## src/hack_pkg.sv

```systemverilog
package hack_pkg;

    // one machine word, data and instructions alike
    typedef logic [15:0] word_t;

    // instruction word, decoded as either an A or a C instruction
    typedef union packed {
        struct packed {
            logic        is_c;    // 0 for A instruction
            logic [14:0] value;   // constant loaded into A
        } a_instr;
        struct packed {
            logic       is_c;     // 1 for C instruction
            logic [1:0] unused;
            logic       a_sel;    // y operand is M when set, A otherwise
            logic [5:0] comp;     // zx nx zy ny f no
            logic [2:0] dest;     // A D M
            logic [2:0] jump;     // lt eq gt
        } c_instr;
    } hack_instr_t;

    // program store
    localparam int ROM_DEPTH  = 256;
    localparam int ROM_ADDR_W = 8;    // pc wraps modulo ROM_DEPTH

    // data address space
    localparam int ADDR_W     = 15;

    // data ram, 0 .. 16383
    localparam int RAM_WORDS  = 16384;
    localparam int RAM_ADDR_W = 14;

    // screen window, 16384 .. 24575
    localparam int SCREEN_BASE   = 16384;
    localparam int SCREEN_WORDS  = 8192;
    localparam int SCREEN_ADDR_W = 13;

    // keyboard register, read only
    localparam int KBD_ADDR = 24576;

endpackage

```

## src/hack_alu.sv

```systemverilog
module hack_alu (
    input  hack_pkg::word_t x,      // D register
    input  hack_pkg::word_t y,      // A register or M
    input  logic [5:0]      comp,   // zx nx zy ny f no
    output hack_pkg::word_t result,
    output logic            zr,
    output logic            ng
);

    logic zx;
    logic nx;
    logic zy;
    logic ny;
    logic f;
    logic no;

    hack_pkg::word_t x_z;
    hack_pkg::word_t x_n;
    hack_pkg::word_t y_z;
    hack_pkg::word_t y_n;
    hack_pkg::word_t f_out;
    hack_pkg::word_t res;

    assign zx = comp[5];
    assign nx = comp[4];
    assign zy = comp[3];
    assign ny = comp[2];
    assign f  = comp[1];
    assign no = comp[0];

    always_comb begin
        // operand preprocessing, zero first then negate
        x_z = zx ? '0 : x;
        x_n = nx ? ~x_z : x_z;
        y_z = zy ? '0 : y;
        y_n = ny ? ~y_z : y_z;

        if (f) begin
            f_out = x_n + y_n;    // carry out dropped
        end else begin
            f_out = x_n & y_n;
        end

        res = no ? ~f_out : f_out;
    end

    assign result = res;
    assign zr     = (res == '0);
    assign ng     = res[15];      // two's complement sign

endmodule

```

## src/hack_cpu.sv

```systemverilog
module hack_cpu (
    input  logic                              clk,
    input  logic                              rst,
    input  logic                              run,
    input  hack_pkg::hack_instr_t             instr,
    output logic [hack_pkg::ROM_ADDR_W-1:0]   pc,
    input  hack_pkg::word_t                   out,      // M, read from data memory
    output hack_pkg::word_t                   in,       // value to store
    output logic [hack_pkg::ADDR_W-1:0]       address,
    output logic                              load
);

    // phase 0 is fetch, phase 1 is execute
    logic exec_phase;

    logic [hack_pkg::ROM_ADDR_W-1:0] pc_reg;
    hack_pkg::word_t                 a_reg;
    hack_pkg::word_t                 d_reg;

    hack_pkg::word_t alu_y;
    hack_pkg::word_t alu_result;
    logic            zr;
    logic            ng;

    logic       is_c;
    logic [2:0] dest;
    logic [2:0] jump;
    logic       take_jump;

    assign is_c = instr.c_instr.is_c;
    assign dest = instr.c_instr.dest;
    assign jump = instr.c_instr.jump;

    // a_sel picks M over A as the second operand
    assign alu_y = instr.c_instr.a_sel ? out : a_reg;

    hack_alu i_alu (
        .x      (d_reg),
        .y      (alu_y),
        .comp   (instr.c_instr.comp),
        .result (alu_result),
        .zr     (zr),
        .ng     (ng)
    );

    // lt, eq, gt against the alu flags
    always_comb begin
        take_jump = 1'b0;
        if (jump[2] && ng) begin
            take_jump = 1'b1;
        end
        if (jump[1] && zr) begin
            take_jump = 1'b1;
        end
        if (jump[0] && !zr && !ng) begin
            take_jump = 1'b1;
        end
    end

    assign pc      = pc_reg;
    assign address = a_reg[hack_pkg::ADDR_W-1:0];   // M is always at A
    assign in      = alu_result;
    assign load    = exec_phase && is_c && dest[0];

    always_ff @(posedge clk) begin
        if (rst) begin
            exec_phase <= 1'b0;
            pc_reg     <= '0;
            a_reg      <= '0;
            d_reg      <= '0;
        end else if (exec_phase) begin
            // an execute always completes, run only gates the next fetch
            exec_phase <= 1'b0;

            if (!is_c) begin
                a_reg <= {1'b0, instr.a_instr.value};
            end else begin
                if (dest[2]) begin
                    a_reg <= alu_result;
                end
                if (dest[1]) begin
                    d_reg <= alu_result;
                end
            end

            // jump target is the A value before this update
            if (is_c && take_jump) begin
                pc_reg <= a_reg[hack_pkg::ROM_ADDR_W-1:0];
            end else begin
                pc_reg <= pc_reg + 1'b1;
            end
        end else if (run) begin
            exec_phase <= 1'b1;   // instr and M arrive next cycle
        end
    end

    // a rom word never loaded would execute as garbage
    a_instr_known : assert property (
        @(posedge clk) disable iff (rst)
        exec_phase |-> !$isunknown(instr)
    );

endmodule

```

## config.mk

```make
export PLATFORM = sky130hd
export DESIGN_NAME = hack_cpu
export DESIGN_NICKNAME = d
export VERILOG_FILES = /design/src/hack_pkg.sv /design/src/hack_alu.sv /design/src/hack_cpu.sv
export SDC_FILE = /design/constraint.sdc
export NUM_CORES = 1
export LEC_CHECK = 0
export ABC_CLOCK_PERIOD_IN_PS = 6200
export BUFFER_PORTS_ARGS = -buffer_cell sky130_fd_sc_hd__buf_2
export CAP_MARGIN = 25
export CORE_ASPECT_RATIO = 1.5
export CORE_UTILIZATION = 45
export DETAILED_ROUTE_END_ITERATION = 8
export PLACE_DENSITY = 0.8
export SYNTH_ARGS = -nofsm -noshare
export SYNTH_HDL_FRONTEND = slang
export SYNTH_HIERARCHICAL = 1
export SYNTH_SLANG_ARGS = --single-unit
```

## constraint.sdc

```tcl
create_clock -name clk -period 6.2 [get_ports clk]
set_clock_uncertainty 0.2 [all_clocks]
set_input_delay 0.93 -clock clk [delete_from_list [all_inputs] [get_ports clk]]
set_output_delay 0.93 -clock clk [all_outputs]
set_load 0.03 [all_outputs]
```

======== After elaboration in Yosys (flattened, before gate mapping) ========
Index checks and enable logic that the tools add are counted.
W data, S select, Z words.
storage, ports and cells
  memories kept ........................... 0
  latch bits .............................. 0
  output and inout bits ................... 40
  input bits .............................. 35
  word-level logic and storage cells ...... 38
  RAM bits ................................ 0
  ROM bits ................................ 0
  register bits after elaboration ......... 41
operators by class
  $add $sub $neg .......................... 2
  magnitude comparators ................... 0
  shift-type cells ........................ 0
  muxes and demuxes ....................... 14
  reduce and logical (&&, ||, !) cells .... 13
  eq/ne operators ......................... 1
  div/mod/pow operators ................... 0
  bitwise gates (word level) .............. 4
  multiply operators ...................... 0
operator list
  operator               count
  $mux W16               9
  $not A16 Y16           3
  $add A16 B16 Y16       1
  $and A16 B16 Y16       1
  $logic_not A16 Y1      1
  $add A8 B1 Y8 const B  1
  $mux W8                1
  $logic_and A1 B1 Y1    7
  $mux W1                4
  $reduce_and A3 Y1      1
  $logic_not A1 Y1       2
  $ne A2 B2 Y1 const B   1
  $reduce_and A2 Y1      1
  $reduce_or A2 Y1       1

======== Longest topological paths before layout ========
Gate-level depths: netlist (run 1).
  depth after elaboration ................. 15
  mapped depth ............................ 19

======== Hierarchy ========
The synthesis (run 1) kept the hierarchy.
by module, submodules not included
  module    cells an instance  seq. area each (um^2)  instances  area an instance (um^2)
  hack_cpu  245                820.8                  1          2,104.5
  hack_alu  267                0.0                    1          1,906.8

======== Least setup slack after synthesis (run 1) ========
OpenSTA, ideal clock, no wires.
  kind .................................... input port to flip-flop
  from .................................... in instr[12] in the netlist's numbering
  to ...................................... reg pc_reg, in the netlist pc[6]
  arrival ................................. 5,784 ps
  path slack .............................. 141 ps
  stages .................................. 19
  setup time .............................. 74 ps
  cell sequence ........................... clkbuf_1 > clkbuf_1 > mux2_2 > nand2b_1 > xnor2_1 > ha_1 > nand4_1 > or4_4 > nand2_4 > o22ai_2 > or4_4 > a221o_1 > or4b_1 > nor4_2 > nor3b_1 > o21a_1 > buf_6 > or4b_1 > a31oi_1
between the ends
  cells in the longest elaborated chain, start to end .. 15
  elaborated cells on any way between the ends .. 21
ends and longest elaborated chain
  item                                                  line                            source
  start: declaration                                    hack_cpu.sv:5                   input hack_pkg::hack_instr_t instr,
  $mux W16 *                                            hack_cpu.sv:35                  assign alu_y = instr.c_instr.a_sel ? out : a_reg;
  net alu_y[7]                                          hack_cpu.sv:20                  hack_pkg::word_t alu_y;
  $mux W16 *                                            hack_alu.sv:35                  y_z = zy ? '0 : y;
  $not A16 Y16                                          hack_alu.sv:36                  y_n = ny ? ~y_z : y_z;
  $mux W16 *                                            hack_alu.sv:36
  $add A16 B16 Y16 or $and A16 B16 Y16 (tied branches)  hack_alu.sv:39, hack_alu.sv:41
  $mux W16 *                                            hack_alu.sv:38                  if (f) begin
  $not A16 Y16                                          hack_alu.sv:44                  res = no ? ~f_out : f_out;
  $mux W16 *                                            hack_alu.sv:44
  $logic_not A16 Y1 *                                   hack_alu.sv:48                  assign zr = (res == '0);
  net zr                                                hack_cpu.sv:22                  logic zr;
  $logic_not A1 Y1                                      hack_cpu.sv:55                  if (jump[0] && !zr && !ng) begin
  $logic_and A1 B1 Y1 (2 in a row)                      hack_cpu.sv:55
  $mux W1 *                                             hack_cpu.sv:55
  $logic_and A1 B1 Y1 *                                 hack_cpu.sv:87                  if (is_c && take_jump) begin
  $mux W8 *                                             hack_cpu.sv:87
  end signal: assignment                                hack_cpu.sv:88                  pc_reg <= a_reg[hack_pkg::ROM_ADDR_W-1:0];
  end signal: assignment                                hack_cpu.sv:90                  pc_reg <= pc_reg + 1'b1;
  end: declaration                                      hack_cpu.sv:16                  logic [hack_pkg::ROM_ADDR_W-1:0] pc_reg;
The timed path passes the listed nets; every way through them passes the cells marked *.
A chain may end at the register's enable or synchronous reset.

======== Worst setup path after layout (run 1) ========
Ends and elaborated chain as after synthesis.

==> impl_metrics.tcl, run 1 <==
set metrics [dict create \
    start_kind "input port" \
    die-area_um2 9300 \
    power.leakage_nw 1.74 \
    cap_violations 0 \
    yosys.cell_types.count 64 \
    clkPwrFrac_pct 27.9 \
    syn_nets 565 \
    ioPinCount 75 \
    ys.warnings.count 6 \
    sw_frac_of_total_pct 40.5 \
    cts_resized 0 \
    setup_viol 0 \
    instances_no_fill 660 \
    die_height_um 118 \
    internal-power_mw 0.638 \
    setup_tns_ns 0 \
    crit_required_ns 6.21 \
    slew_headroom_pct 35.7 \
    grt_pass1_vias 3886 \
    async_flop_share_pct 0 \
    num_antenna_cells 0 \
    root_buffer "clkbuf_16" \
    hpwl_um 8670 \
    synth_area_leaders "dfxtp_1 (20%), xnor2_1 (10%), nand2b_1 (5.9%)" \
    syn_avg_cell_area_um2 7.83 \
    cp-end-kind "register" \
    place_congestion 0.913 \
    final_cell_mix "buf_2 (74), nand2_1 (50), xnor2_1 (48)" \
    hp-class "register to register" \
    hold_buffers 0 \
    core_area_um2 8520 \
    syn_area_um2 4010 \
    grt_max_degree 42 \
    routedWlPerCell_um 17.0 \
    grt_pass1_wl_um 18300 \
    reg2reg_to "pc[6]" \
    antenna_found_initial 0 \
    holdCritStartpoint "d_reg[10]" \
    clkSlewWorstSetupHoldPaths_ns 0.06 \
    drc 0 \
    cts_made_buffers 5 \
    cts.htree.levels 2 \
    finalCriticalPeriod_ns 5.79 \
    drtIter0Drc 189 \
    cts_tree "built" \
    wl_um 11200 \
    grt_setup_unrepaired "no" \
    firstDrtPassIters 5 \
    grt_overflow 0 \
    dp.cells 653 \
    status "finished, final reports clean" \
    synthFlopType "dfxtp_1" \
    cts_buffer_depth 2 \
    hold_violations 0 \
    ys_seq_area_share_pct 20.5 \
    path_max_fanout 14 \
    antenna_left 0 \
    ff2ff_path_depth 18 \
    synth-edff-count 0 \
    combPwrFrac_pct 45.1 \
    max_freq_ghz 0.173 \
    rows 41 \
    vdd_drop_max_mv 0.197 \
    p_per_area_nw_per_um2 240 \
    final_common_cell "buf_2" \
    initial_core_util_pct 47.1 \
    syn_to_final_growth_pct 11.5 \
    fill_cells 791 \
    cp.arrival_ns 5.80 \
    power_frac_seq_pct 26.9 \
    synth-seq-cells 41 \
    p_sw_mw 0.434 \
    drive_gt1_share_pct 21.5 \
    timing.rr.start "a_reg[0]" \
    num_vias 3947 \
    syn_inst 512 \
    chipWidth_um 79.1 \
    grtUsageTotal_pct 24.4 \
    holdPathStages 2 \
    min_to "d_reg[10]" \
    rrSetupSlack_ns 0.95 \
    clk_latency_ns 0.29 \
    fin_crit_sh_pct 93.5 \
    drv_slew 0 \
    critPathKind "input port to register" \
    viasPerCell 5.98 \
    cts_num_sinks 41 \
    layout.nets 606 \
    synth_area_leader_cell "dfxtp_1" \
    io_buffers 74 \
    worst_slew_pin_slew_ns 0.964 \
    post-cts-setup-buffer-count 0 \
    yosys.area.top_type_share_pct 20.5 \
]
==> worst max path at each step <==
stage                   start    end  slack [ns]  depth (start not counted)
floorplan           instr[12]  pc[6]        0.14                         19
global placement    instr[12]  pc[6]        0.23                         18
detailed placement  instr[12]  pc[6]        0.11                         18
CTS                 instr[12]  pc[6]        0.39                         18
global route        instr[12]  pc[6]        0.02                         18
finish              instr[12]  pc[6]        0.41                         18
==> metal layers <==
layer	global-route usage, %	vias up	wire, um
met5	0	-	0
met4	14.2	0	575
met3	2.48	37	464
met2	43.8	146	5720
met1	27.0	1871	4460
li1	-	1893	-
==> per-stage QoR <==
stage	hold WS, ns	cell area [um2]	worst slack, ns	util [%]	power [mW]
global route	0.274	4470	0.0240	52.5	1.12
detailed placement	0.251	4310	0.108	50.6	0.770
CTS	0.259	4470	0.394	52.5	1.07
global placement	0.242	4310	0.234	50.6	0.760
finish	0.257	4470	0.406	52.5	1.07
floorplan	0.237	4010	0.141	-	0.658
==> cells by family (layout without fill, tap and decap cells) <==
logic type | Yosys count | in the layout | synth area share [%]
AND/OR/NAND/NOR | 188 | 188 | 25.6
buffers and inverters | 57 | 98 | 7.42
multiplexers | 36 | 36 | 9.51
XOR/XNOR | 50 | 50 | 10.9
flip-flops | 41 | 41 | 20.5
adder cells (fa/ha/maj) | 18 | 18 | 5.80
AO/OA/AOI/OAI | 122 | 122 | 20.2
==> power groups by stage <==
stage,clock network [mW],logic [mW],registers [mW]
5_1_grt,0.311,0.522,0.290
3_3_place_gp,0,0.467,0.293
3_5_place_dp,0,0.476,0.294
4_1_cts,0.302,0.478,0.288
2_1_floorplan,0,0.366,0.293
6_report,0.300,0.484,0.289
==> layout make-up <==
cell class                 instances  area (um2)  share of cell area (%)
sequential                        41         821                    18.4
tap                              107         134                    2.99
timing repair buffer              82         430                    9.63
clock buffer                       5         125                    2.80
inverter                           9        33.8                   0.755
multi-input combinational        414        2890                    64.7
clock inverter                     2        35.0                   0.783
==> cells in the mapped netlist (8+ instances only) <==
| cell type | count |
|---|---|
| a211oi_1 | 16 |
| buf_4 | 16 |
| nand2_1 | 50 |
| o21ai_0 | 15 |
| nand3_1 | 12 |
| nor3_1 | 8 |
| nor2b_1 | 11 |
| nor2_1 | 30 |
| mux2i_1 | 19 |
| clkbuf_1 | 21 |
| xnor2_1 | 48 |
| nand2b_1 | 38 |
| inv_1 | 9 |
| ha_1 | 17 |
| mux2_2 | 17 |
| dfxtp_1 | 41 |
| a31oi_1 | 18 |
| a21oi_1 | 35 |
==> critical path: stages <==
cell and delay (ns):
buf_2 0.14, buf_4 0.24, mux2_2 0.36, nand2b_1 0.08
xnor2_1 0.14, ha_1 0.34, a21oi_1 0.43, o211a_1 0.27
o2111ai_1 0.13, o211ai_1 0.18, or4b_1 0.46, a221o_1 0.34
or4b_1 0.52, nor4_2 0.21, nor3b_1 0.11, o21a_1 0.25
or4b_1 0.50, a31oi_1 0.19
No activity file was read; power rests on OpenSTA's default activity.
==> inputs of run 2 (changes only) <==
--- a/config.mk
+++ b/config.mk
@@ -8,11 +8,15 @@
 export ABC_CLOCK_PERIOD_IN_PS = 6200
 export BUFFER_PORTS_ARGS = -buffer_cell sky130_fd_sc_hd__buf_2
 export CAP_MARGIN = 25
+export CELL_PAD_IN_SITES_DETAIL_PLACEMENT = 1
+export CELL_PAD_IN_SITES_GLOBAL_PLACEMENT = 2
 export CORE_ASPECT_RATIO = 1.5
-export CORE_UTILIZATION = 45
+export CORE_MARGIN = 2
+export CORE_UTILIZATION = 30
 export DETAILED_ROUTE_END_ITERATION = 8
-export PLACE_DENSITY = 0.8
+export PLACE_DENSITY = 0.89
 export SYNTH_ARGS = -nofsm -noshare
 export SYNTH_HDL_FRONTEND = slang
 export SYNTH_HIERARCHICAL = 1
 export SYNTH_SLANG_ARGS = --single-unit
+export TNS_END_PERCENT = 1
==> impl_metrics.tcl, run 2 (synthesis gave the netlist of run 1 again) <==
set metrics [dict create \
    holdPathStages 2 \
    finalCriticalPeriod_ns 5.81 \
    drtIter0Drc 171 \
    post-cts-setup-buffer-count 0 \
    start_kind "input port" \
    ioPinCount 75 \
    grt_pass1_wl_um 21400 \
    cts_num_sinks 41 \
    setup_viol 0 \
    antenna_found_initial 0 \
    max_freq_ghz 0.172 \
    firstDrtPassIters 4 \
    fill_cells 1576 \
    clkSlewWorstSetupHoldPaths_ns 0.06 \
    fin_crit_sh_pct 93.7 \
    cap_violations 0 \
    layout.nets 606 \
    multi_input_comb_area_um2 2900 \
    holdCritStartpoint "d_reg[0]" \
    crit_required_ns 6.21 \
    regArea_um2 821 \
    antenna_left 0 \
    grt_overflow 0 \
    cp-end-kind "register" \
    hp-class "register to register" \
    grtUsageTotal_pct 18.3 \
    grt_pass1_vias 4173 \
    num_antenna_cells 0 \
    path_max_fanout 15 \
    rows 51 \
    timing.rr.start "a_reg[0]" \
    setup_tns_ns 0 \
    place_congestion 0.871 \
    io_buffers 74 \
    syn_to_final_growth_pct 13.2 \
    critPathKind "input port to register" \
    clk_latency_ns 0.29 \
    drv_slew 0 \
    initial_core_util_pct 30.8 \
    drive_gt1_share_pct 21.7 \
    cts.htree.levels 2 \
    hpwl_um 10400 \
    min_to "d_reg[0]" \
    worst_slack_ns 0.389 \
    status "finished, final reports clean" \
    drc 0 \
    routedWlPerCell_um 18.5 \
    wl_um 13200 \
    final_cell_mix "buf_2 (74), nand2_1 (50), xnor2_1 (48)" \
    cts_made_buffers 5 \
    cp.arrival_ns 5.82 \
    rrSetupSlack_ns 0.92 \
    cts_buffer_depth 2 \
    grt_max_degree 42 \
    viasPerCell 5.53 \
    slew_headroom_pct 33.1 \
    die_height_um 146 \
    root_buffer "clkbuf_16" \
    core_area_um2 13000 \
    num_vias 3936 \
    pre_cts_ws_ns 0.0737 \
    cts_tree "built" \
    power.leakage_nw 1.74 \
    reg2reg_to "pc[6]" \
    worst_slew_pin_slew_ns 1.00 \
    die-area_um2 14300 \
    ff2ff_path_depth 17 \
    grt_setup_unrepaired "no" \
    hold_violations 0 \
    final_common_cell "buf_2" \
    chipWidth_um 98.4 \
    p_per_area_nw_per_um2 239 \
    vdd_drop_max_mv 0.0979 \
]
-- run 2: power by group --
group / internal, mW / total [mW] / leakage [nW] / switching (mW)
Clock: 0.187 / 0.300 / 0.0797 / 0.112
Sequential: 0.275 / 0.289 / 0.333 / 0.0135
Combinational: 0.175 / 0.495 / 1.33 / 0.320
-- run 2: area by class of cell --
type	instances	area share [%]
clock inverters	2	0.772
inverters	9	0.744
flip-flops and latches	41	18.1
multi-input cells	414	63.8
clock buffers	5	2.76
well taps	159	4.38
repair buffers	82	9.48
-- run 2: layer usage --
layer	GRT usage [%]	vias up	share of wire, %
met5	0	-	0
met4	8.01	0	3.6
met3	1.87	27	2.4
met2	34.3	78	54
met1	20.6	1941	40
li1	-	1890	-
-- run 2: worst max path at each step --
stage,end,depth (start not counted),start
final,pc[6],18,instr[12]
after global routing,pc[6],18,instr[12]
after CTS,pc[6],18,instr[12]
after detailed placement,pc[6],18,instr[12]
after global placement,pc[6],18,instr[12]
after floorplan,pc[6],19,instr[12]
-- run 2: repair_timing --
item,4_1_cts,5_1_grt
hold buffers,0,0
resized for setup,0,1
endpoints found under the setup margin,0,1
-- run 2: critical path, stage by stage --
cell      delay, ns
buf_2          0.11
buf_4          0.24
mux2_2         0.36
nand2b_1       0.09
xnor2_1        0.09
ha_1           0.44
a21oi_1        0.16
o21ai_0        0.47
nand2b_1       0.19
o22ai_2        0.08
or4_4          0.53
a221o_1        0.36
or4b_1         0.52
nor4_2         0.21
nor3b_1        0.11
o21a_1         0.24
or4b_1         0.52
a31oi_1        0.18
-- run 2: per-stage QoR --
stage | power, mW | cells | cell area (um2) | util, % | hold WS, ns
after global placement | 0.773 | 705 | 4380 | 33.6 | 0.244
after floorplan | 0.658 | 512 | 4010 | - | 0.237
after CTS | 1.09 | 712 | 4540 | 34.9 | 0.261
after detailed placement | 0.785 | 705 | 4380 | 33.6 | 0.252
final | 1.08 | 712 | 4540 | 34.9 | 0.261
after global routing | 1.14 | 712 | 4540 | 34.9 | 0.285
==> inputs of run 3 (changes only) <==
--- a/config.mk
+++ b/config.mk
@@ -5,16 +5,16 @@
 export SDC_FILE = /design/constraint.sdc
 export NUM_CORES = 1
 export LEC_CHECK = 0
-export ABC_CLOCK_PERIOD_IN_PS = 6200
+export ABC_CLOCK_PERIOD_IN_PS = 7200
 export BUFFER_PORTS_ARGS = -buffer_cell sky130_fd_sc_hd__buf_2
 export CAP_MARGIN = 25
 export CELL_PAD_IN_SITES_DETAIL_PLACEMENT = 1
 export CELL_PAD_IN_SITES_GLOBAL_PLACEMENT = 2
 export CORE_ASPECT_RATIO = 1.5
 export CORE_MARGIN = 2
-export CORE_UTILIZATION = 30
+export CORE_UTILIZATION = 35
 export DETAILED_ROUTE_END_ITERATION = 8
-export PLACE_DENSITY = 0.89
+export PLACE_DENSITY = 0.95
 export SYNTH_ARGS = -nofsm -noshare
 export SYNTH_HDL_FRONTEND = slang
 export SYNTH_HIERARCHICAL = 1
==> constraint.sdc (replaced) <==
create_clock -name clk -period 7.2 [get_ports clk]
set_clock_uncertainty 0.2 [all_clocks]
set_input_delay 1.08 -clock clk [delete_from_list [all_inputs] [get_ports clk]]
set_output_delay 1.08 -clock clk [all_outputs]
set_load 0.03 [all_outputs]
==> impl_metrics.tcl, run 3 (synthesis gave the netlist of run 1 again) <==
set metrics [dict create \
    status "finished, final reports clean" \
    cp-end-kind "register" \
    initial_core_util_pct 36.1 \
    cts_num_sinks 41 \
    final_cell_mix "buf_2 (74), nand2_1 (50), xnor2_1 (48)" \
    num_antenna_cells 0 \
    design_area_um2 4480 \
    final_common_cell "buf_2" \
    fin_crit_sh_pct 87.0 \
    clk_latency_ns 0.29 \
    path_max_fanout 17 \
    setup_viol 0 \
    wl_um 12800 \
    rrSetupSlack_ns 1.83 \
    worst_slew_pin_slew_ns 0.958 \
    dp.cells 688 \
    critPathSlowestCell "or4b_1" \
    drtIter0Drc 127 \
    crit_start "instr[12]" \
    grt_setup_unrepaired "no" \
    die-area_um2 12400 \
    hpwl_um 9960 \
    holdPathStages 2 \
    rows 47 \
    hp-class "register to register" \
    slew_headroom_pct 36.1 \
    holdCritStartpoint "d_reg[3]" \
    grt_max_degree 42 \
    chipWidth_um 91.4 \
    ff2ff_path_depth 17 \
    cp_common_cell "or4b_1" \
    post-cts-setup-buffer-count 0 \
    antenna_found_initial 0 \
    drv_slew 0 \
    setup_tns_ns 0 \
    grtUsageTotal_pct 21.3 \
    drc 0 \
    fill_cells 1392 \
    path_cells "buf_2 > mux2_2 > nand2b_1 > xnor2_1 > ha_1 > fa_1 > a211oi_4 > o2111a_1 > a311o_1 > o21ai_0 > or4b_1 > a221o_1 > or4b_1 > nor4_2 > nor3b_1 > o21a_1 > or4b_1 > a31oi_1" \
    grt_pass1_wl_um 21200 \
    whs_ns 0.260 \
    core_area_um2 11100 \
    postPlaceCellArea_um2 4320 \
    power.leakage_nw 1.72 \
    firstDrtPassIters 4 \
    cap_violations 0 \
    instances_no_fill 695 \
    place_congestion 0.883 \
    cts_made_buffers 5 \
    critPathKind "input port to register" \
    num_vias 3881 \
    die_height_um 135 \
    ioPinCount 75 \
    clkSlewWorstSetupHoldPaths_ns 0.06 \
    io_buffers 74 \
    drive_gt1_share_pct 20.8 \
    p_total_mw 0.927 \
    root_buffer "clkbuf_16" \
    vdd_drop_max_mv 0.0868 \
    routedWlPerCell_um 18.5 \
    critPathMaxStageDelay_ns 0.54 \
    crit_required_ns 7.21 \
    syn_to_final_growth_pct 11.8 \
    timing.rr.start "a_reg[0]" \
    p_per_area_nw_per_um2 207 \
    grt_pass1_vias 4187 \
    cts_tree "built" \
    layout.nets 601 \
    max_freq_ghz 0.160 \
    antenna_left 0 \
    grt_overflow 0 \
    cp.arrival_ns 6.27 \
    cts_buffer_depth 2 \
    multi_input_comb_area_um2 2890 \
    viasPerCell 5.58 \
    hold_buffers 0 \
    regArea_um2 821 \
    cts_resized 0 \
    start_kind "input port" \
    hold_violations 0 \
    cts.htree.levels 2 \
    finalCriticalPeriod_ns 6.27 \
]
-- run 3: worst paths after layout --
path / endpoint
max reg2reg: pc[5]
min: d_reg[3]
min reg2reg: d_reg[3]
max: pc[5]
-- run 3: area by class of cell --
cell class	count	share of cell area (%)
clock buffers	5	2.79
clock inverters	2	0.781
inverters	9	0.753
multi-input cells	414	64.5
flip-flops and latches	41	18.3
well taps	147	4.10
repair buffers	77	8.76
-- run 3: report_power, final --
| part | switching (mW) | internal [mW] | total, mW |
|---|---|---|---|
| logic | 0.276 | 0.148 | 0.424 |
| clock network | 0.0962 | 0.161 | 0.257 |
| registers | 0.00918 | 0.237 | 0.246 |
-- run 3: per-stage QoR --
step	setup WS, ns	utilization (%)
after floorplan	0.991	-
after CTS	0.951	40.3
after global routing	0.665	40.3
after detailed placement	0.668	38.9
final	0.935	40.3
after global placement	0.811	38.9
-- run 3: routing by layer --
layer | vias up | GRT usage [%] | share of wire, %
met1 | 1903 | 23.6 | 41
met4 | 0 | 9.60 | 3.1
met2 | 70 | 40.3 | 54
met5 | - | 0 | 0
met3 | 24 | 2.12 | 2.3
li1 | 1884 | - | -
-- run 3: critical path, delay by kind of cell --
| kind | cells | cell delay, ns |
|---|---|---|
| XOR/XNOR | 1 | 0.07 |
| AO/OA/AOI/OAI | 7 | 1.69 |
| buffers and inverters | 1 | 0.33 |
| AND/OR/NAND/NOR | 6 | 1.97 |
| adder cells (fa/ha/maj) | 2 | 0.74 |
| multiplexers | 1 | 0.38 |
